### src/hdl/qsnd_params.svh
/*
  Size and timing constants for the sound board glue logic.
  Included by the RTL files that need them.
*/
`ifndef QSND_PARAMS_SVH
`define QSND_PARAMS_SVH

// program ROM byte address, 512 kB
`define QSND_ROM_AW 19
// sample ROM address, 8 MB
`define QSND_SMP_AW 23
// work RAM address, 8 kB
`define QSND_RAM_AW 13

`define QSND_BANK_BASE 19'h8000   // added to banked ROM addresses
`define QSND_INT_PERIOD 32000     // cen8 ticks between CPU interrupts

`endif

### src/hdl/qsnd_pkg.sv
/*
  Shared types of the sound board. Modules refer to them by scoped name.
*/
package qsnd_pkg;

    // decoded target of a sound CPU bus access
    typedef enum logic [2:0] {
        none,
        rom_fixed,
        rom_bank,
        ram,
        dsp_reg,
        bank_reg,
        status
    } region_t;

    // one channel of DSP audio
    typedef logic signed [15:0] sample_t;

endpackage

### src/hdl/qsnd_serial_audio.sv
/*
  Converts the DSP serial stereo output to parallel samples.
  psel picks the channel and its rising edge publishes the pair.
*/
`timescale 1ns/1ns

module qsnd_serial_audio (
    input  logic              clk,
    input  logic              rst,
    input  logic              sdo,
    input  logic              ock,
    input  logic              psel,
    output qsnd_pkg::sample_t left,
    output qsnd_pkg::sample_t right,
    output logic              sample
);

    qsnd_pkg::sample_t sh_left;
    qsnd_pkg::sample_t sh_right;
    logic              sdo_q, ock_q, psel_q;   // input stage
    logic              last_ock, last_psel;
    logic              psel_rise;

    assign psel_rise = psel_q && !last_psel;

    always_ff @(posedge clk or posedge rst) begin
        if (rst) begin
            ock_q     <= 1'b0;
            psel_q    <= 1'b0;
            last_ock  <= 1'b0;
            last_psel <= 1'b0;
            sample    <= 1'b0;
        end else begin
            ock_q     <= ock;
            psel_q    <= psel;
            last_ock  <= ock_q;
            last_psel <= psel_q;
            sample    <= psel_rise;
        end
    end

    always_ff @(posedge clk) begin
        sdo_q <= sdo;
        if (!ock_q && last_ock) begin
            // MSB first
            if (!psel_q)
                sh_left  <= {sh_left[14:0], sdo_q};
            else
                sh_right <= {sh_right[14:0], sdo_q};
        end
        if (psel_rise) begin
            left  <= sh_left;
            right <= sh_right;
        end
    end

endmodule

### config.mk
export PLATFORM = sky130hd
export DESIGN_NAME = qsnd_serial_audio
export DESIGN_NICKNAME = d
export VERILOG_FILES = /design/src/hdl/qsnd_params.svh /design/src/hdl/qsnd_pkg.sv /design/src/hdl/qsnd_serial_audio.sv
export SDC_FILE = /design/constraint.sdc
export NUM_CORES = 1
export LEC_CHECK = 0
export ABC_AREA = 1
export ABC_CLOCK_PERIOD_IN_PS = 3200
export BUFFER_PORTS_ARGS = -buffer_cell sky130_fd_sc_hd__clkbuf_2
export CORE_AREA = 2 2 70 65
export DETAILED_ROUTE_END_ITERATION = 6
export DIE_AREA = 0 0 72 67
export PLACE_DENSITY = 0.76
export SKIP_LAST_GASP = 1
export SLEW_MARGIN = 30
export SYNTH_ARGS = -nofsm -noshare
export SYNTH_HDL_FRONTEND = slang
export SYNTH_SLANG_ARGS = --single-unit
### constraint.sdc
create_clock -name clk -period 3.2 [get_ports clk]
set_input_delay 0.48 -clock clk [delete_from_list [all_inputs] [get_ports clk]]
set_output_delay 0.48 -clock clk [all_outputs]
set_load 0.01 [all_outputs]
==> metrics <==
syn_area_per_cell 27.19 sq um; number of global-route vias before repair 883; Total Wirelength 2810 microns; number of vias after detailed routing 878; H-tree Lvls 3; number of setup violations in the final report 0; initial antenna violation count 0; max-slew violation count 0; first-pass GRT wire length 4353 microns; worst reg-to-reg path cell count 3; Setup crit start kind register; FF+latch area 2067 sq um; register area share after synthesis 98.74%; wire per inst 15.52 microns; multi-input logic area 17.52 sq um; post-route ant nets 0; unrepaired setup endpoints after global routing no; Final HPWL DP 1721 microns; Placed Area 2364 sq um; Pwr per Cell Area 676.9 nW/um^2; Crit. End Element register; most frequent cells in the layout 64 x edfxtp_1, 37 x clkbuf_2, 9 x clkbuf_8; final setup margin 1653 ps; share of post-route cells with drive strength above 1 39.85%; CP cell instances inv_1 > nor2_2 > buf_4; fin crit share 48.34%; Post-Route Setup TNS 0 ps; setup slack, reg-to-reg 1650 ps; CP peak stage delay 400 ps; final std cell area, no fill 2545 sq um; Total Power 1.723 mW; Place WS 1631 ps; mapped cell area 2093 sq um; worst r2r dst right[10]$_DFFE_PP_; kind of critical path reg -> reg; row count 22; initial cell density of the core 51.73%; CTS Buffer Depth 2; crit path max fanout 24; CTS root buffer clkbuf_8; Port Buffer Count 37; Netlist cell types 6; antenna cell count 0; final hold vios 0; Net count, final 133; P_leak 0.9445 nW; cells after synthesis 77; CTS sink cnt 70; Die H 67 microns; post-CTS sizing 0; Max VDD drop 374.9 uV; yosys warns 0; DRT iter0 DRCs 96; total global routing overflow 0; First-pass DRT Iterations 4; outcome finished clean; crit path from psel_q$_DFF_PP0_; most common cell after layout, fill and taps aside edfxtp_1; clk slew on worst S/H paths 60 ps; Max Cap Violations 0; Filler cells 283; Worst Max-Slew Pin Slew 465.9 ps; Die Wd 72 microns; area of the core 4046 sq um; CTS buffer count 9; post-route clock skew 4.777 ps; GRT Total Usage 13.30%; fmax 0.6464 GHz; min-delay worst type in -> async; Slew HR 68.91%; CTS tree built; min Tclk post-route 1547 ps; Critical Path AT 1550 ps; I/O pin cnt 38; worst hold slack 15.32 ps; worst skew pair latency 330 ps; Vias/cell 4.851; CP required 3200 ps; slowest CP cell buf_4; largest net degree at the start of global routing 25; synthesized flop and latch total 70; Syn Nets 82; area grow syn2layout 21.58%; die area 4824 sq um; post-CTS setup buffers 0; DRC Markers 0; hold buffer count at CTS 0; Reg-to-Reg Start psel_q$_DFF_PP0_; RePlAce Congestion 0.7018
[critical path, delay by kind of cell (launching register included)]
| family | cells | cell delay (ps) |
|---|---|---|
| AND/OR/NAND/NOR | 1 | 370 |
| flip-flops | 1 | 370 |
| buffers and inverters | 2 | 470 |
[flip-flops by register name, summed over array words and instances (netlist names)]
register / cells
left: 16
ock_q: 1
sdo_q: 1
last_psel: 1
sh_right: 16
sample: 1
sh_left: 16
last_ock: 1
psel_q: 1
right: 16
[through the flow]
step                      util (%)  cells
after detailed placement     58.41    165
after floorplan                  -     77
after CTS                    62.89    181
after global routing         62.89    181
after global placement       58.41    165
final                        62.89    181
[layer usage]
metal / share of wire, % / wire length [microns] / up-vias / GRT usage, %
li1: - / - / 397 / -
met2: 48 / 1355 / 38 / 20.25
met1: 42 / 1175 / 436 / 15.21
met3: 7.8 / 220 / 7 / 6.203
met4: 2.1 / 59 / 0 / 8.491
met5: 0 / 0 / - / 0
[cell usage after synthesis (all sizes together)]
cell type | instances | area, sq um
nand2 | 1 | 3.750
inv | 3 | 11.26
nor2 | 3 | 11.26
dfxtp | 1 | 20.02
dfrtp | 5 | 125.1
edfxtp | 64 | 1922
[logic make-up (layout without fill, tap and decap cells)]
kind of cell,Yosys count,after routing,share of synthesized area (%)
simple gates,4,4,0.7171
flops,70,70,98.74
buf+inv,3,59,0.5379
[layout make-up]
class                           count  area share [%]
Clock buffer                       11           5.162
Multi-Input combinational cell      4          0.6883
Timing Repair Buffer               40           8.161
Clock inverter                      5           1.967
Sequential cell                    70           81.22
Inverter                            3          0.4425
Tap cell                           48           2.360
[worst max path at each step]
stage / end / slack [ps] / cells after the start
finish: right[10]$_DFFE_PP_ / 1650 / 3
global route: right[10]$_DFFE_PP_ / 1510 / 3
CTS: right[10]$_DFFE_PP_ / 1620 / 3
detailed placement: right[10]$_DFFE_PP_ / 1630 / 3
global placement: right[15]$_DFFE_PP_ / 1740 / 3
floorplan: left[0]$_DFFE_PP_ / 1000 / 2
[power breakdown]
| group | switching, mW | internal (mW) |
|---|---|---|
| logic | 0.0279 | 0.0131 |
| clock network | 0.292 | 0.354 |
| registers | 0.0104 | 1.03 |
| total | 0.331 | 1.39 |
No activity file was read; power rests on OpenSTA's default activity.
