## src/hdl/qsnd_params.svh

```systemverilog
/*
  Size and timing constants for the sound board glue logic.
  Included by the RTL files that need them.
*/
`ifndef QSND_PARAMS_SVH
`define QSND_PARAMS_SVH

// program ROM byte address, 512 kB
`define QSND_ROM_AW 19
// sample ROM address, 8 MB
`define QSND_SMP_AW 23
// work RAM address, 8 kB
`define QSND_RAM_AW 13

`define QSND_BANK_BASE 19'h8000   // added to banked ROM addresses
`define QSND_INT_PERIOD 32000     // cen8 ticks between CPU interrupts

`endif

```

## src/hdl/qsnd_bus_share.sv

```systemverilog
/*
  Hands the sound CPU bus to the 68000 on request. Synchronizes the
  acknowledge and selects who drives the shared address, data and write lines.
*/
`timescale 1ns/1ns

module qsnd_bus_share (
    input  logic        clk,
    input  logic        rst,
    input  logic        cen8,
    input  logic        main_buse_n,
    input  logic [16:1] main_addr,
    input  logic [7:0]  main_dout,
    input  logic        main_ldswn,
    input  logic        busak_n,
    input  logic [15:0] cpu_addr,
    input  logic [7:0]  cpu_dout,
    input  logic        cpu_wr_n,
    input  logic        cpu_mreq_n,
    input  logic        rom_cs,
    input  logic        rom_ok,
    input  logic [7:0]  cpu_din,
    output logic        busrq_n,
    output logic        main_busakn,
    output logic [7:0]  main_din,
    output logic [15:0] bus_addr,
    output logic [7:0]  bus_dout,
    output logic        bus_wr_n,
    output logic        bus_mreq_n
);

    logic [1:0] ack_sync;   // [1] low once the 68000 owns the bus
    logic       rom_ok_q;

    always_ff @(posedge clk or posedge rst) begin
        if (rst) begin
            ack_sync <= 2'b11;
            rom_ok_q <= 1'b0;
        end else begin
            rom_ok_q <= rom_ok;
            if (main_buse_n)
                ack_sync <= 2'b11;
            else if (cen8)
                ack_sync <= {ack_sync[0], busak_n};
        end
    end

    always_ff @(posedge clk) begin
        main_din <= cpu_din;
    end

    assign busrq_n     = main_buse_n;
    assign main_busakn = ack_sync[1] | main_buse_n | (rom_cs & ~rom_ok_q);

    // 68000 side drives the bus once granted
    assign bus_addr   = ack_sync[1] ? cpu_addr : main_addr;
    assign bus_dout   = ack_sync[1] ? cpu_dout : main_dout;
    assign bus_wr_n   = ack_sync[1] ? cpu_wr_n : main_ldswn;
    assign bus_mreq_n = ack_sync[1] & cpu_mreq_n;

endmodule

```

## config.mk

```make
export PLATFORM = sky130hd
export DESIGN_NAME = qsnd_bus_share
export DESIGN_NICKNAME = d
export VERILOG_FILES = /design/src/hdl/qsnd_params.svh /design/src/hdl/qsnd_bus_share.sv
export SDC_FILE = /design/constraint.sdc
export NUM_CORES = 1
export LEC_CHECK = 0
export BUFFER_PORTS_ARGS = -buffer_cell sky130_fd_sc_hd__buf_2
export CAP_MARGIN = 40
export CORE_UTILIZATION = 29
export DETAILED_ROUTE_END_ITERATION = 16
export GPL_ROUTABILITY_DRIVEN = 0
export PLACE_DENSITY = 0.81
export SYNTH_ARGS = -nofsm -noshare
export SYNTH_HDL_FRONTEND = slang
export SYNTH_SLANG_ARGS = --single-unit
```

## constraint.sdc

```tcl
create_clock -name clk -period 1.4 [get_ports clk]
set_input_delay 0 -clock clk [delete_from_list [all_inputs] [get_ports clk]]
set_output_delay 0 -clock clk [all_outputs]
set_load 0.1 [all_outputs]
```

==> reports/metrics.cfg <==
[cts]
cts_max_level=1
clock_sinks=11
insertion_delay_ns=0.28
cts_buffers=3
root_buffer=clkbuf_4
cts_max_path_buffers=2
clk_pin_slew_ns=0.07
tritoncts=built

[synth]
synth_top_cells_by_count=mux2_4, dfxtp_1, mux2_2
synth_area_leaders=mux2_4, dfxtp_1, mux2_2
postSynthCellCount=49
synth_top_flop_cell=dfxtp_1
synth_nets=115
synth_seq_area_share=0.3430
synthArstFlopShare=0.2727
synth_top_area_cell=mux2_4
syn_area_um2=693.2
ys_ff_latch=11
synth_edf_count=0
synth_cell_types=15
ys_warn_count=0
synth.top_cell.area_share=0.3899
synth_most_common_cell=mux2_4
syn_avg_cell_area_um2=14.15

[global_route]
grt_pass1_vias=1037
antenna_found_initial=0
grt_first_pass_wirelength_um=4809
grt_max_degree=9
track_usage=0.2644
gr-total-overflow=0

[setup_path]
criticalPathCategory=reg -> out
cp_max_fo=5
cp-start-kind=flip-flop
reg2reg_from=ack_sync[1]$_DFFE_PP1P_
crit_required_ns=1.40
end_kind=output pin
r2r_cells=4
rr_endpoint=ack_sync[1]$_DFFE_PP1P_
rrSetupSlack_ns=0.32
crit_arrival_ns=1.59

[placed_design]
dp_hpwl_um=2307
numPortBuffers=101
place_area_um2=1558
pre_cts_slack_ns=0.03761

[floorplan]
die_area_um2=2590
rows=17
pin_count=102
fp.dieH_um=50.89
die_x_um=50.89
coreArea_um2=2233
start_util=0.3104

[pwr]
finalPower_mw=1.766
p_per_area_nw_per_um2=946.9
vdd_drop_max_mv=0.9215
cellLeakagePower_nw=1.018

[sta]
fin_crit_sh=1.138
max_freq_ghz=0.6274
hold_viol=0
slew_viol_final=0
maxSlewHeadroom=0.6717
fin_crit_ns=1.594
fin_skew_ns=0.0002935
setup_viol=27
tightest_slew_ns=0.4958
grt_setup_unrepaired=yes
worst_slack_ns=-0.1939

[final_layout]
fin_area_um2=1866
seq_area_um2=237.7
synthToLayoutAreaGrowth_pct=169.1
n_antenna_cell=0
fillers=128
multi_input_area_um2=419.2
drive_gt1_frac=0.8333
nNetsFinal=241

[route]
drt_first_pass_iters=4
wire_per_inst_um=15.96
drt_iter0_drc=7
routed_wl_um=3224
ant_nets=0
vias=910
routed_via_density=4.505
drcViolationCount=0

[worst_hold_path]
hp-class=in -> async

[job]
maxCapViolations=0

[outcome]
outcome=complete, but fails checks
violations=negative setup slack

timing repair:
action | in CTS | in global routing
hold buffers | 14 | 0
pin swaps | 0 | 1
hold endpoints to repair | 14 | 0
setup endpoints to repair | 27 | 28
gates resized for setup | 16 | 5
setup buffers | 5 | 3
cloned | 2 | 0
metrics by stage:
step             util  TNS [ns]  cells  hold slack, ns
2_1_floorplan       -         0     49         -0.2478
4_1_cts        0.8336    -3.863    201          0.1335
5_1_grt        0.8353    -5.231    202          0.1474
3_5_place_dp   0.6975         0    176         -0.1254
6_report       0.8353    -4.215    202          0.1324
3_3_place_gp   0.6975         0    176         -0.1313
state kept, by name (all words and copies together), names as in the netlist:
register and cells:
rom_ok_q 1, main_din 8, ack_sync 2
cell usage in the layout (no fill, tap or decap), types with 2 or more instances in the layout:
cell / synthesis / layout
buf_2: 0 / 74
buf_12: 1 / 24
mux2_4: 18 / 21
dlygate4sd3_1: 0 / 13
dfxtp_1: 8 / 8
buf_6: 1 / 7
buf_4: 1 / 5
mux2_2: 7 / 4
clkbuf_4: 0 / 3
a211o_1: 2 / 2
inv_1: 2 / 2
dfstp_2: 2 / 2
report_power, final:
| group | internal (mW) | total [mW] | leakage, nW | switching, mW |
|---|---|---|---|---|
| clock | 0.111 | 0.221 | 0.0150 | 0.110 |
| combinational | 0.463 | 1.20 | 0.903 | 0.741 |
| sequential | 0.335 | 0.341 | 0.100 | 0.00668 |
| total | 0.908 | 1.77 | 1.02 | 0.858 |
critical path, cell delays in order, from the launching register on:
cell     delay (ns)
dfstp_2        0.55
buf_6          0.14
buf_12         0.13
mux2_4         0.32
buf_12         0.17
cell type report:
type,count,area share
clock buffer,4,0.01408
inverter,2,0.004024
multi-input combinational,32,0.2247
sequential,11,0.1274
tap,28,0.01878
timing repair buffer,125,0.6110
worst max path at each step:
stage | cells after the start | endpoint | from | slack (ns)
floorplan | 3 | bus_mreq_n | ack_sync[1]$_DFFE_PP1P_ | 0.14
global placement | 3 | bus_dout[1] | ack_sync[1]$_DFFE_PP1P_ | 0.07
detailed placement | 3 | bus_dout[3] | ack_sync[1]$_DFFE_PP1P_ | 0.04
CTS | 4 | bus_addr[11] | ack_sync[1]$_DFFE_PP1P_ | -0.18
global route | 4 | bus_addr[4] | ack_sync[1]$_DFFE_PP1P_ | -0.23
finish | 4 | bus_dout[2] | ack_sync[1]$_DFFE_PP1P_ | -0.19
routing by layer:
metal	vias to the layer above	track usage	wire (µm)	share of wire
li1	424	-	-	-
met3	8	0.06845	302	0.094
met1	412	0.2190	1021	0.32
met4	0	0.1991	114	0.035
met5	-	0	0	0
met2	66	0.5222	1786	0.55
kinds of logic (layout without fill, tap and decap cells):
logic type      Yosys count  after routing  synth area share
simple gates              4              4           0.03249
mux                      25             25            0.5036
buf+inv                   6            131           0.08845
flops                    11             11            0.3429
compound gates            3              3           0.03249
(Power assumes the default switching activity.)
