--- src/hdl/qsnd_params.svh ---
/*
  Size and timing constants for the sound board glue logic.
  Included by the RTL files that need them.
*/
`ifndef QSND_PARAMS_SVH
`define QSND_PARAMS_SVH

// program ROM byte address, 512 kB
`define QSND_ROM_AW 19
// sample ROM address, 8 MB
`define QSND_SMP_AW 23
// work RAM address, 8 kB
`define QSND_RAM_AW 13

`define QSND_BANK_BASE 19'h8000   // added to banked ROM addresses
`define QSND_INT_PERIOD 32000     // cen8 ticks between CPU interrupts

`endif

--- src/hdl/qsnd_pkg.sv ---
/*
  Shared types of the sound board. Modules refer to them by scoped name.
*/
package qsnd_pkg;

    // decoded target of a sound CPU bus access
    typedef enum logic [2:0] {
        none,
        rom_fixed,
        rom_bank,
        ram,
        dsp_reg,
        bank_reg,
        status
    } region_t;

    // one channel of DSP audio
    typedef logic signed [15:0] sample_t;

endpackage

--- src/hdl/qsnd_dsp_mailbox.sv ---
/*
  Parallel mailbox between the sound CPU and the DSP. Holds the 24-bit
  command, raises the DSP interrupt and latches the sample ROM address.
*/
`timescale 1ns/1ns
`include "qsnd_params.svh"

module qsnd_dsp_mailbox (
    input  logic                    clk,
    input  logic                    rst,
    input  qsnd_pkg::region_t       region,
    input  logic [1:0]              bus_addr,
    input  logic [7:0]              bus_dout,
    input  logic                    pids_n,
    input  logic                    pods_n,
    input  logic [15:0]             pbus_out,
    input  logic [6:0]              dsp_ab,
    input  logic                    dsp_iack,
    output logic [15:0]             pbus_in,
    output logic                    dsp_irq,
    output logic                    dsp_rdy_n,
    output logic [`QSND_SMP_AW-1:0] qsnd_addr
);

    logic [23:0] cmd;
    logic        word_sel;      // 0 low word, 1 top byte
    logic        last_pids_n;
    logic        last_pods_n;
    logic        cmd_wr;
    logic        pids_rise;

    assign cmd_wr    = region == qsnd_pkg::dsp_reg;
    assign pids_rise = pids_n && !last_pids_n;

    always_ff @(posedge clk or posedge rst) begin
        if (rst) begin
            dsp_irq     <= 1'b0;
            word_sel    <= 1'b0;
            last_pids_n <= 1'b1;
            last_pods_n <= 1'b1;
        end else begin
            last_pids_n <= pids_n;
            last_pods_n <= pods_n;
            if (cmd_wr && bus_addr == 2'd2) begin
                dsp_irq  <= 1'b1;   // command complete
                word_sel <= 1'b0;
            end else if (pids_rise) begin
                dsp_irq  <= 1'b0;
                word_sel <= ~word_sel;
            end
        end
    end

    always_ff @(posedge clk) begin
        if (cmd_wr) begin
            case (bus_addr)
                2'd0:    cmd[7:0]   <= bus_dout;
                2'd1:    cmd[15:8]  <= bus_dout;
                default: cmd[23:16] <= bus_dout;
            endcase
        end
        if (pods_n && !last_pods_n)
            qsnd_addr[15:0] <= pbus_out;
        qsnd_addr[`QSND_SMP_AW-1:16] <= dsp_ab;   // upper bits straight from the DSP
    end

    assign pbus_in   = word_sel ? {8'd0, cmd[23:16]} : cmd[15:0];
    assign dsp_rdy_n = ~(dsp_irq | dsp_iack);

endmodule

--- config.mk ---
export PLATFORM = sky130hd
export DESIGN_NAME = qsnd_dsp_mailbox
export DESIGN_NICKNAME = d
export VERILOG_FILES = /design/src/hdl/qsnd_pkg.sv /design/src/hdl/qsnd_dsp_mailbox.sv
export VERILOG_INCLUDE_DIRS = /design/src /design/src/hdl
export SDC_FILE = /design/constraint.sdc
export NUM_CORES = 1
export LEC_CHECK = 0
export BUFFER_PORTS_ARGS = -buffer_cell sky130_fd_sc_hd__buf_2
export CORE_UTILIZATION = 35
export DETAILED_ROUTE_END_ITERATION = 8
export GPL_TIMING_DRIVEN = 0
export PLACE_DENSITY = 0.69
export SYNTH_ARGS = -nofsm -noshare
export SYNTH_HDL_FRONTEND = slang
export SYNTH_SLANG_ARGS = --single-unit
--- constraint.sdc ---
create_clock -name clk -period 2 [get_ports clk]
set_input_delay 0.1 -clock clk [delete_from_list [all_inputs] [get_ports clk]]
set_output_delay 0.1 -clock clk [all_outputs]
set_load 0.005 [all_outputs]
==> results.yml <==
place:
  port_buffers: 81
  place_inst: 231
  globalplace.congestion: 0.642
  place.detailed.hpwl_um: 1970
worst_setup_path:
  crit_path_max_fanout: 16
  timing.critical_path.cells: "dlygate4sd3_1, buf_2, nor2b_1"
  end_kind: "flop"
  reg2reg_slack_ns: 0.28
  cpMaxStageDelayCell: "nor2b_1"
  arrival_ns: 1.72
  cp.required_ns: 1.91
  reg2regPathDepth: 1
  crit_start: "pods_n"
  r2r-end: "qsnd_addr[10]"
  crit_path_start_kind: "input port"
  reg2reg_from: "last_pods_n"
  max_stage_delay_ns: 1.00
  crit_type: "in2reg"
floorplanning:
  num_rows: 25
  ios: 82
  coreArea_mm2: 0.00472
  dieWidth_um: 72.0
  die_y_um: 72.0
  fp.dieArea_mm2: 0.00518
  start_util_pct: 36.3
timing:
  relSlewSlack_pct: 13.4
  final_max_slew_viol_count: 0
  finalCritPeriodShare_pct: 90.5
  rsz0062_at_grt: "false"
  tightest_slew_ns: 1.30
  hold_viol: 0
  fin_setup_tns_ns: 0
  fmax_ghz: 0.553
  fin_worst_skew_ns: 0.00229
  post-route-min-period_ns: 1.81
  setup_viol: 0
global_route:
  grt_pass1_vias: 1209
  antenna_found_initial: 0
  grt_pass1_wl_um: 5330
  grt_max_degree: 17
  track_usage_pct: 14.5
  gr-total-overflow: 0
finish:
  final_cell_count_no_fill: 271
  drive_above_1_share_pct: 53.4
  area_delta_synth_final_pct: 52.5
  final_cell_mix: "buf_2 (81), edfxtp_1 (40), dlygate4sd3_1 (32)"
  layout_commonest_cell: "buf_2"
  diodes: 0
  nets: 245
  fillers: 372
pwr:
  power.density_mw_per_mm2: 853
  ir_drop_mv: 0.536
  power.leakage_nw: 1.11
routing:
  drt-initial-drc-count: 51
  dr_total_vias: 1122
  drc_errors: 0
  wl_um: 3540
  ant_nets: 0
  drtPass1Iterations: 4
  vias_per_cell: 4.14
  wl_per_cell_um: 13.1
logic_synthesis:
  ys_ff_latch: 51
  synth_nets: 124
  synth_cell_type_count: 19
  syn_area_per_cell_um2: 20.7
  ys_seq_area_share_pct: 84.2
  syn_inst: 83
  netlist_area_mm2: 0.00171
  yosys_warnings: 0
clocking:
  cts_tree: "built"
  clock_path_buffers: 2
  cts.sink_count: 51
  cts-htree-levels: 2
  path_clk_slew_ns: 0.08
  clk_latency_ns: 0.29
  clock-root-buffer: "clkbuf_8"
  cts_inserted_buffers: 5
min_path:
  hp-class: "in2reg"
  hp-start: "bus_dout[7]"
  holdPathStages: 1
  whs_endpoint: "cmd[15]"
outcome:
  outcome: "complete, no violations"
flow_run:
  drv_cap: 0
[synthesized netlist by cell type, drive strengths merged]
| master | count | area (µm²) |
|---|---|---|
| dfxtp | 7 | 140 |
| edfxtp | 40 | 1200 |
| xnor2 | 1 | 8.76 |
| mux2 | 8 | 93.8 |
| o21bai | 1 | 7.51 |
| and4b | 1 | 10.0 |
| and2b | 8 | 70.1 |
| nor3 | 1 | 5.00 |
| nor2 | 3 | 11.3 |
| nand2 | 1 | 3.75 |
| inv | 2 | 7.51 |
| and3 | 1 | 6.26 |
| buf | 2 | 26.3 |
| nor2b | 2 | 12.5 |
| dfstp | 2 | 52.6 |
| dfrtp | 2 | 50.1 |
| nor3b | 1 | 7.51 |
[worst max path at each step]
| stage | to | slack, ns | depth (start not counted) |
|---|---|---|---|
| detailed placement | cmd[6] | 0.12 | 4 |
| global route | qsnd_addr[10] | 0.12 | 3 |
| CTS | qsnd_addr[12] | 0.20 | 3 |
| global placement | cmd[11] | 0.13 | 4 |
| floorplan | qsnd_addr[0] | 0.52 | 1 |
| finish | qsnd_addr[10] | 0.19 | 3 |
[critical path: cells and delay by family]
| family | cells | cell delay, ns |
|---|---|---|
| buf+inv | 2 | 0.62 |
| simple gates | 1 | 1.00 |
[routing by layer]
layer | part of all wire (%) | wire, µm | global-route usage, % | up-vias
met5 | 0 | 0 | 0 | -
met4 | 2.1 | 76 | 8.50 | 0
met3 | 9.3 | 328 | 5.56 | 7
met2 | 47 | 1670 | 26.0 | 65
met1 | 41 | 1460 | 14.2 | 510
li1 | - | - | - | 540
[report_power, final]
group | switching (mW) | internal (mW) | leakage (nW) | total [mW]
combinational | 0.188 | 0.304 | 0.592 | 0.492
sequential | 0.0130 | 1.19 | 0.473 | 1.21
clock | 0.298 | 0.233 | 0.0414 | 0.531
total | 0.499 | 1.73 | 1.11 | 2.23
[what timing repair did]
item,in CTS,in global routing
endpoints found under the hold margin,41,6
buffers inserted,0,0
hold buffers,30,2
resized for setup,0,0
[stage by stage]
stage	area (µm²)	hold WS, ns	setup WS [ns]	util (%)	power [mW]
3_5_place_dp	2200	-0.00850	0.119	46.6	1.68
3_3_place_gp	2200	-0.0132	0.125	46.6	1.67
4_1_cts	2580	0.000404	0.202	54.6	2.24
2_1_floorplan	1710	-0.135	0.522	-	1.49
5_1_grt	2610	0.0133	0.118	55.3	2.33
6_report	2610	0.0171	0.190	55.3	2.23
[state kept, by name (all words and copies together), names as in the netlist]
signal       flops
cmd             24
qsnd_addr       23
dsp_irq          1
last_pids_n      1
last_pods_n      1
word_sel         1
[logic make-up after synthesis]
logic type / count (synthesis) / synth area share, %
flops: 51 / 84.2
compound gates: 1 / 0.438
mux: 8 / 5.47
xor+xnor: 1 / 0.511
buf+inv: 4 / 1.97
simple gates: 18 / 7.37
[cell type report]
class	instances	area (µm²)	share of cell area [%]
flip-flops and latches	51	1440	55.2
repair buffers	114	733	28.1
multi-input cells	28	241	9.24
well taps	67	83.8	3.21
clock buffers	5	68.8	2.63
plain buffers	2	26.3	1.01
clock inverters	2	8.76	0.335
inverters	2	7.51	0.287
Note: power is estimated with default switching activity, not from simulation.
