[config.mk]
export PLATFORM = sky130hd
export DESIGN_NAME = qsnd_cpu_timing
export DESIGN_NICKNAME = d
export VERILOG_FILES = /design/src/hdl/qsnd_cpu_timing.sv
export VERILOG_INCLUDE_DIRS = /design/src /design/src/hdl
export SDC_FILE = /design/constraint.sdc
export NUM_CORES = 1
export LEC_CHECK = 0
export BUFFER_PORTS_ARGS = -buffer_cell sky130_fd_sc_hd__buf_2
export CORE_MARGIN = 8
export CORE_UTILIZATION = 50
export DETAILED_ROUTE_END_ITERATION = 16
export PLACE_DENSITY = 0.74
export SYNTH_ARGS = -nofsm -noshare
export SYNTH_HDL_FRONTEND = slang
export SYNTH_SLANG_ARGS = --single-unit
[constraint.sdc]
create_clock -name clk -period 1.45 [get_ports clk]
set_input_delay 0.3625 -clock clk [delete_from_list [all_inputs] [get_ports clk]]
set_output_delay 0.3625 -clock clk [all_outputs]
set_load 0.03 [all_outputs]
[src/hdl/qsnd_params.svh]
/*
  Size and timing constants for the sound board glue logic.
  Included by the RTL files that need them.
*/
`ifndef QSND_PARAMS_SVH
`define QSND_PARAMS_SVH

// program ROM byte address, 512 kB
`define QSND_ROM_AW 19
// sample ROM address, 8 MB
`define QSND_SMP_AW 23
// work RAM address, 8 kB
`define QSND_RAM_AW 13

`define QSND_BANK_BASE 19'h8000   // added to banked ROM addresses
`define QSND_INT_PERIOD 32000     // cen8 ticks between CPU interrupts

`endif

[src/hdl/qsnd_cpu_timing.sv]
/*
  Sound CPU timing: periodic interrupt with acknowledge, and one extra
  wait tick for opcode fetches from 0x4000 upwards.
*/
`timescale 1ns/1ns
`include "qsnd_params.svh"

module qsnd_cpu_timing (
    input  logic         clk,
    input  logic         rst,
    input  logic         cen8,
    input  logic         m1_n,
    input  logic         iorq_n,
    input  logic [15:12] cpu_addr,
    output logic         int_n,
    output logic         cen_cpu
);

    localparam int CW = $clog2(`QSND_INT_PERIOD);

    logic [CW-1:0] cnt;
    logic          cnt_over;
    logic          idle;     // current tick is swallowed
    logic          waited;   // this fetch already got its wait

    assign cnt_over = cnt == CW'(`QSND_INT_PERIOD - 1);
    assign cen_cpu  = cen8 & ~idle;

    always_ff @(posedge clk or posedge rst) begin
        if (rst) begin
            cnt   <= '0;
            int_n <= 1'b1;
        end else if (cen8) begin
            cnt <= cnt_over ? '0 : cnt + 1'b1;
            if (!m1_n && !iorq_n)
                int_n <= 1'b1;   // interrupt acknowledge cycle
            else if (cnt_over)
                int_n <= 1'b0;
        end
    end

    always_ff @(posedge clk or posedge rst) begin
        if (rst) begin
            idle   <= 1'b0;
            waited <= 1'b0;
        end else if (cen8) begin
            if (m1_n)
                waited <= 1'b0;
            if (idle) begin
                idle <= 1'b0;
            end else if (!m1_n && cpu_addr >= 4'h4 && !waited) begin
                idle   <= 1'b1;
                waited <= 1'b1;
            end
        end
    end

endmodule

==> results.yml, run 1 <==
clock_network:
  cts_tree: "done"
  clockRootBuffer: "clkbuf_4"
  postCtsHoldBufs: 0
  cts.sink_count: 18
  path_clk_slew_ps: 100
  clockBufferDepth: 2
  cts_buffers: 3
  htreeDepth: 1
  clkLatencyLatePin_ps: 290
floorplanning:
  die_y_um: 59.2
  start_util_pct: 53.4
  rows: 15
  ios: 11
  die_w_um: 59.2
  core_um2: 1750
  dieArea_um2: 3500
outcome:
  outcome: "complete, no violations"
synthesis:
  synth_top_cells_by_count: "dfrtp_1 (17), nand2_1 (11), nor2_1 (10)"
  synth_area_per_cell_um2: 10.1
  synth-seq-cells: 18
  yosysWarningCount: 0
  synth_edf_count: 0
  synth_fp_nets: 102
  netlist.top_cell.by_area: "dfrtp_1"
  yosys.cell_count.top_type: "dfrtp_1"
  synth_top_area_share_pct: 45.6
  async_flop_share_pct: 100
  ys.flop_type: "dfrtp_1"
  ys_types: 34
  syn_inst: 92
  synth_area_leaders: "dfrtp_1 (46%), xnor2_1 (7.5%), nand2_1 (4.4%)"
  synth_area_um2: 932
  yosysSeqAreaShare_pct: 48.5
grt:
  track_usage_pct: 12.0
  gr-max-usage-layer: "met2"
  first_global_vias: 746
  grt_pass1_wl_mm: 3.17
  grt_util_met1_pct: 13.3
  met3_usage_pct: 4.12
  grt_max_degree: 19
  use_met2_pct: 20.2
  antenna_found_initial: 0
  grt-ovfl-total: 0
timing:
  finalMaxSlewViolations: 0
  layout_setup_ws_ps: 72.9
  rsz0062_at_grt: "no"
  fmax_mhz: 726
  finalSetupTns_ps: 0
  min_period_over_period_pct: 95.0
  period_minus_slack_ps: 1380
  relSlewSlack_pct: 83.0
  holdWs_ps: 63.7
  hold_viol: 0
  setup_viol: 0
  clock_skew_ps: 1.82
  worst_pin_slew_ps: 253
power_and_ir_drop:
  intPower_mw: 0.888
  seq_power_share_pct: 54.3
  power_density_nw_per_um2: 1200
  comb_power_share_pct: 26.3
  leakage_nw: 0.475
  p_sw_share_pct: 33.2
  p_sw_mw: 0.442
  p_clk_share_pct: 19.4
  peakVddDrop_v: 0.00102
drt:
  routedWlPerCell_um: 12.7
  vias_per_cell: 5.27
  num_vias: 722
  drt_wl_total_mm: 1.74
  drtIter0Drc: 9
  first_pass_iters: 4
  ant_nets: 0
  remaining_drc_errors: 0
critical_path:
  end_kind: "output port"
  critPathKind: "reg2out"
  r2r_slack_ps: 70
  r2r_end: "cnt[12]"
  startpoint_type: "flop"
  cp_num_buf_inv: 1
  worstPathArrival_ps: 1010
  slowest_stage: "dfstp_2"
  rr_worst_depth: 4
  required_ps: 1090
  path_delay_family: "flip-flops"
  r2r_start: "cnt[6]"
  crit_fanout: 2
  path_cells: "buf_2"
  slowest_delay_ps: 540
placement:
  place_congestion: 0.793
  hpwl_mm: 1.34
  pre_cts_ws_ps: 25.7
  port_buffers: 8
final_layout:
  num-nets-final: 123
  final_util_pct: 63.5
  num_antenna_cells: 0
  area_delta_synth_final_pct: 18.9
  layout-drive-gt1-share_pct: 30.4
min_path:
  hold_class: "in2async"
run:
  max-cap-violations: 0
worst max path at each step:
stage / end / depth (start not counted) / slack, ps / from
finish: int_n / 1 / 70 / int_n
global route: cnt[12] / 4 / 10 / cnt[6]
CTS: cen_cpu / 2 / 3 / idle
detailed placement: cnt[12] / 5 / 30 / cen8
global placement: cnt[12] / 5 / 50 / cen8
floorplan: cen_cpu / 2 / 50 / cen8
placed cells by master, fill, tap and decap left out:
cell	count
nand2_1	11
nor4b_2	1
nand3_4	1
nand4_1	5
ha_1	1
o31a_1	1
clkbuf_1	1
nand3_1	3
nand2b_1	2
buf_4	12
inv_1	2
o32a_1	1
a21oi_1	2
dfrtp_2	2
nor2_4	1
nor4_2	1
o31ai_2	1
nor3_1	1
o31ai_1	2
nor2_1	10
xor2_1	2
clkbuf_4	3
buf_2	7
and3_1	2
dfrtp_1	15
mux2i_1	1
and4_4	1
nand3b_1	1
nor2b_1	1
o21ai_1	2
dfstp_2	1
o21ai_0	2
or3_1	1
or2_2	1
nor2b_2	1
xnor2_1	8
nand4_2	1
or4_1	1
cell families (layout without fill, tap and decap cells):
| logic type | after synthesis | count (layout) | share of synthesized area, % |
|---|---|---|---|
| AND/OR/NAND/NOR | 46 | 46 | 29.5 |
| buffers and inverters | 5 | 25 | 2.55 |
| flip-flops | 18 | 18 | 48.5 |
| adder cells (fa/ha/maj) | 1 | 1 | 1.34 |
| multiplexers | 1 | 1 | 1.07 |
| XOR/XNOR | 10 | 10 | 9.40 |
| AO/OA/AOI/OAI | 11 | 11 | 7.65 |
flip-flops by register name, indices dropped and copies added (netlist names):
name and count:
waited 1, cnt 15, int_n 1, idle 1
power by group through the flow:
stage / registers [mW] / logic (mW) / clock network, mW
2_1_floorplan: 0.712 / 0.233 / 0
3_3_place_gp: 0.717 / 0.326 / 0
3_5_place_dp: 0.725 / 0.348 / 0
4_1_cts: 0.717 / 0.350 / 0.267
5_1_grt: 0.737 / 0.393 / 0.296
6_report: 0.722 / 0.350 / 0.258
area by class of cell:
class | instances | area, um^2
multi-input cells | 69 | 464
inverters | 2 | 7.51
clock buffers | 4 | 26.3
repair buffers | 19 | 125
well taps | 25 | 31.3
fillers | 145 | 637
flip-flops and latches | 18 | 454
metal layers:
layer | routed length [um] | share of wire (%)
met1 | 797 | 46
met3 | 52 | 3.0
met5 | 0 | 0
met4 | 15 | 0.86
met2 | 873 | 50
through the flow:
step / cell area (um^2) / power (mW) / instances
5_1_grt: 1110 / 1.43 / 137
6_report: 1110 / 1.33 / 137
4_1_cts: 1090 / 1.33 / 136
2_1_floorplan: 932 / 0.945 / 92
3_5_place_dp: 1060 / 1.07 / 132
3_3_place_gp: 1060 / 1.04 / 132
repair_timing:
item | CTS | global route
pin swaps | 0 | 1
setup buffers | 0 | 1
gates resized for setup | 1 | 4
setup endpoints to repair | 1 | 9
Note: power is estimated with default switching activity, not from simulation.
==> run 2, diff against run 1 <==
- CORE_MARGIN: 8 -> 4
- SETUP_SLACK_MARGIN: unset -> 0.4
- TNS_END_PERCENT: unset -> 30
==> run 2 against run 1 <==
Against the previous run: non-clock buffer count is 16 higher; maximum frequency rose by 0.82%; register-to-register slack gained 60 ps; global-route usage rose by 5.6 points; cell count is 12% higher; sequential share of layout area is 5.5 points lower; critical path depth grew 1.
==> results.yml, run 2 (same netlist as run 1, synthesis figures left out) <==
min_path:
  hold_class: "in2async"
floorplanning:
  start_util_pct: 53.4
  die_w_um: 51.2
  rows: 15
  core_um2: 1750
  dieArea_um2: 2620
  ios: 11
  die_y_um: 51.2
drt:
  num_vias: 818
  drt_wl_total_mm: 2.05
  ant_nets: 0
  remaining_drc_errors: 0
  vias_per_cell: 5.31
  drtIter0Drc: 8
  routedWlPerCell_um: 13.3
  first_pass_iters: 4
final_layout:
  regMostFlops: "cnt"
  area_delta_synth_final_pct: 37.6
  mostFrequentLayoutCells: "buf_4 (26), dfrtp_1 (14), nand2_1 (11)"
  layout_commonest_cell: "buf_4"
  fin_cells: 154
  num_antenna_cells: 0
  largest_reg_flops: 15
  n_fill_cell: 117
  postLayoutCellArea_um2: 1280
  layout-drive-gt1-share_pct: 43.4
  num-nets-final: 140
critical_path:
  slowest_delay_ps: 400
  slowest_stage: "dfrtp_1"
  required_ps: 1090
  path_delay_family: "flip-flops"
  r2r_start: "cnt[9]"
  end_kind: "output port"
  startpoint: "idle"
  cp_num_buf_inv: 1
  crit_fanout: 2
  path_cells: "nor2b_2 > buf_6"
  worstPathArrival_ps: 1000
  startpoint_type: "flop"
  critPathKind: "reg2out"
clock_network:
  cts_buffers: 3
  cts.sink_count: 18
  clkLatencyLatePin_ps: 280
  cts_tree: "done"
  clockBufferDepth: 2
  clockRootBuffer: "clkbuf_4"
  htreeDepth: 1
  path_clk_slew_ps: 100
placement:
  placed_cell_area_um2: 1080
  port_buffers: 8
  post-place-cells: 132
  hpwl_mm: 1.27
  place_congestion: 0.772
run:
  max-cap-violations: 0
grt:
  grt_max_degree: 12
  grt_pass1_wl_mm: 3.48
  grt-ovfl-total: 0
  first_global_vias: 804
  antenna_found_initial: 0
  track_usage_pct: 17.6
timing:
  setup_viol: 0
  relSlewSlack_pct: 78.2
  fmax_mhz: 732
  worst_pin_slew_ps: 325
  clock_skew_ps: 3.79
  rsz0062_at_grt: "yes"
  finalSetupTns_ps: 0
  min_period_over_period_pct: 94.2
  finalMaxSlewViolations: 0
  hold_viol: 0
  period_minus_slack_ps: 1370
  holdWs_ps: 62.1
power_and_ir_drop:
  power_density_nw_per_um2: 1190
  leakage_nw: 0.553
  peakVddDrop_v: 0.00113
outcome:
  outcome: "complete, no violations"
run 2: changes by cell type in the layout (fill, tap and decap cells not counted), moves of 2 or more:
cell,before,now
nor2_2,0,2
buf_6,0,2
buf_4,12,26
nor2_1,10,8
run 2: final cells by class:
| cell class | instances | area, um^2 | area share (%) |
|---|---|---|---|
| tap | 25 | 31.3 | 2.44 |
| clock buffer | 4 | 26.3 | 2.05 |
| inverter | 2 | 7.51 | 0.585 |
| sequential | 18 | 455 | 35.5 |
| timing repair buffer | 35 | 258 | 20.1 |
| multi-input combinational | 70 | 504 | 39.3 |
run 2: report_power, final:
group	switching [mW]	internal, mW
logic	0.253	0.312
clock network	0.145	0.107
registers	0.102	0.608
run 2: tightest hold or removal path: cells and delay by family:
kind                   cells  cell delay [ps]
buffers and inverters      3              340
run 2: repair_timing:
action	4_1_cts	5_1_grt
hold buffers	1	0
gates cloned	1	0
gates resized for setup	10	2
pin swaps	8	3
buffers inserted	15	1
setup endpoints to repair	18	18
hold endpoints to repair	7	0
run 2: path summary, 6_finish.rpt:
| path | to | slack [ps] | cells past startpoint |
|---|---|---|---|
| min reg2reg | int_n | 500 | 2 |
| max in group asynchronous | cnt[9] | 620 | 3 |
| min in group clk | waited | 280 | 2 |
| max reg2reg | cnt[0] | 130 | 4 |
| max | cen_cpu | 80 | 2 |
| min | cnt[7] | 60 | 3 |
run 2: through the flow:
| step | setup WS, ps | power (mW) | util, % |
|---|---|---|---|
| floorplan | 158 | 0.946 | - |
| global placement | 45.8 | 1.06 | 61.7 |
| finish | 84.2 | 1.53 | 73.5 |
| CTS | 109 | 1.49 | 72.8 |
| detailed placement | 30.7 | 1.08 | 61.7 |
| global route | 46.4 | 1.63 | 73.5 |
run 2: routing by layer:
metal	routed length, um	track usage (%)	up-vias
met2	1000	30.0	19
met4	14	5.38	0
met3	98	2.62	2
met5	0	0	-
met1	929	22.9	393
li1	-	-	404
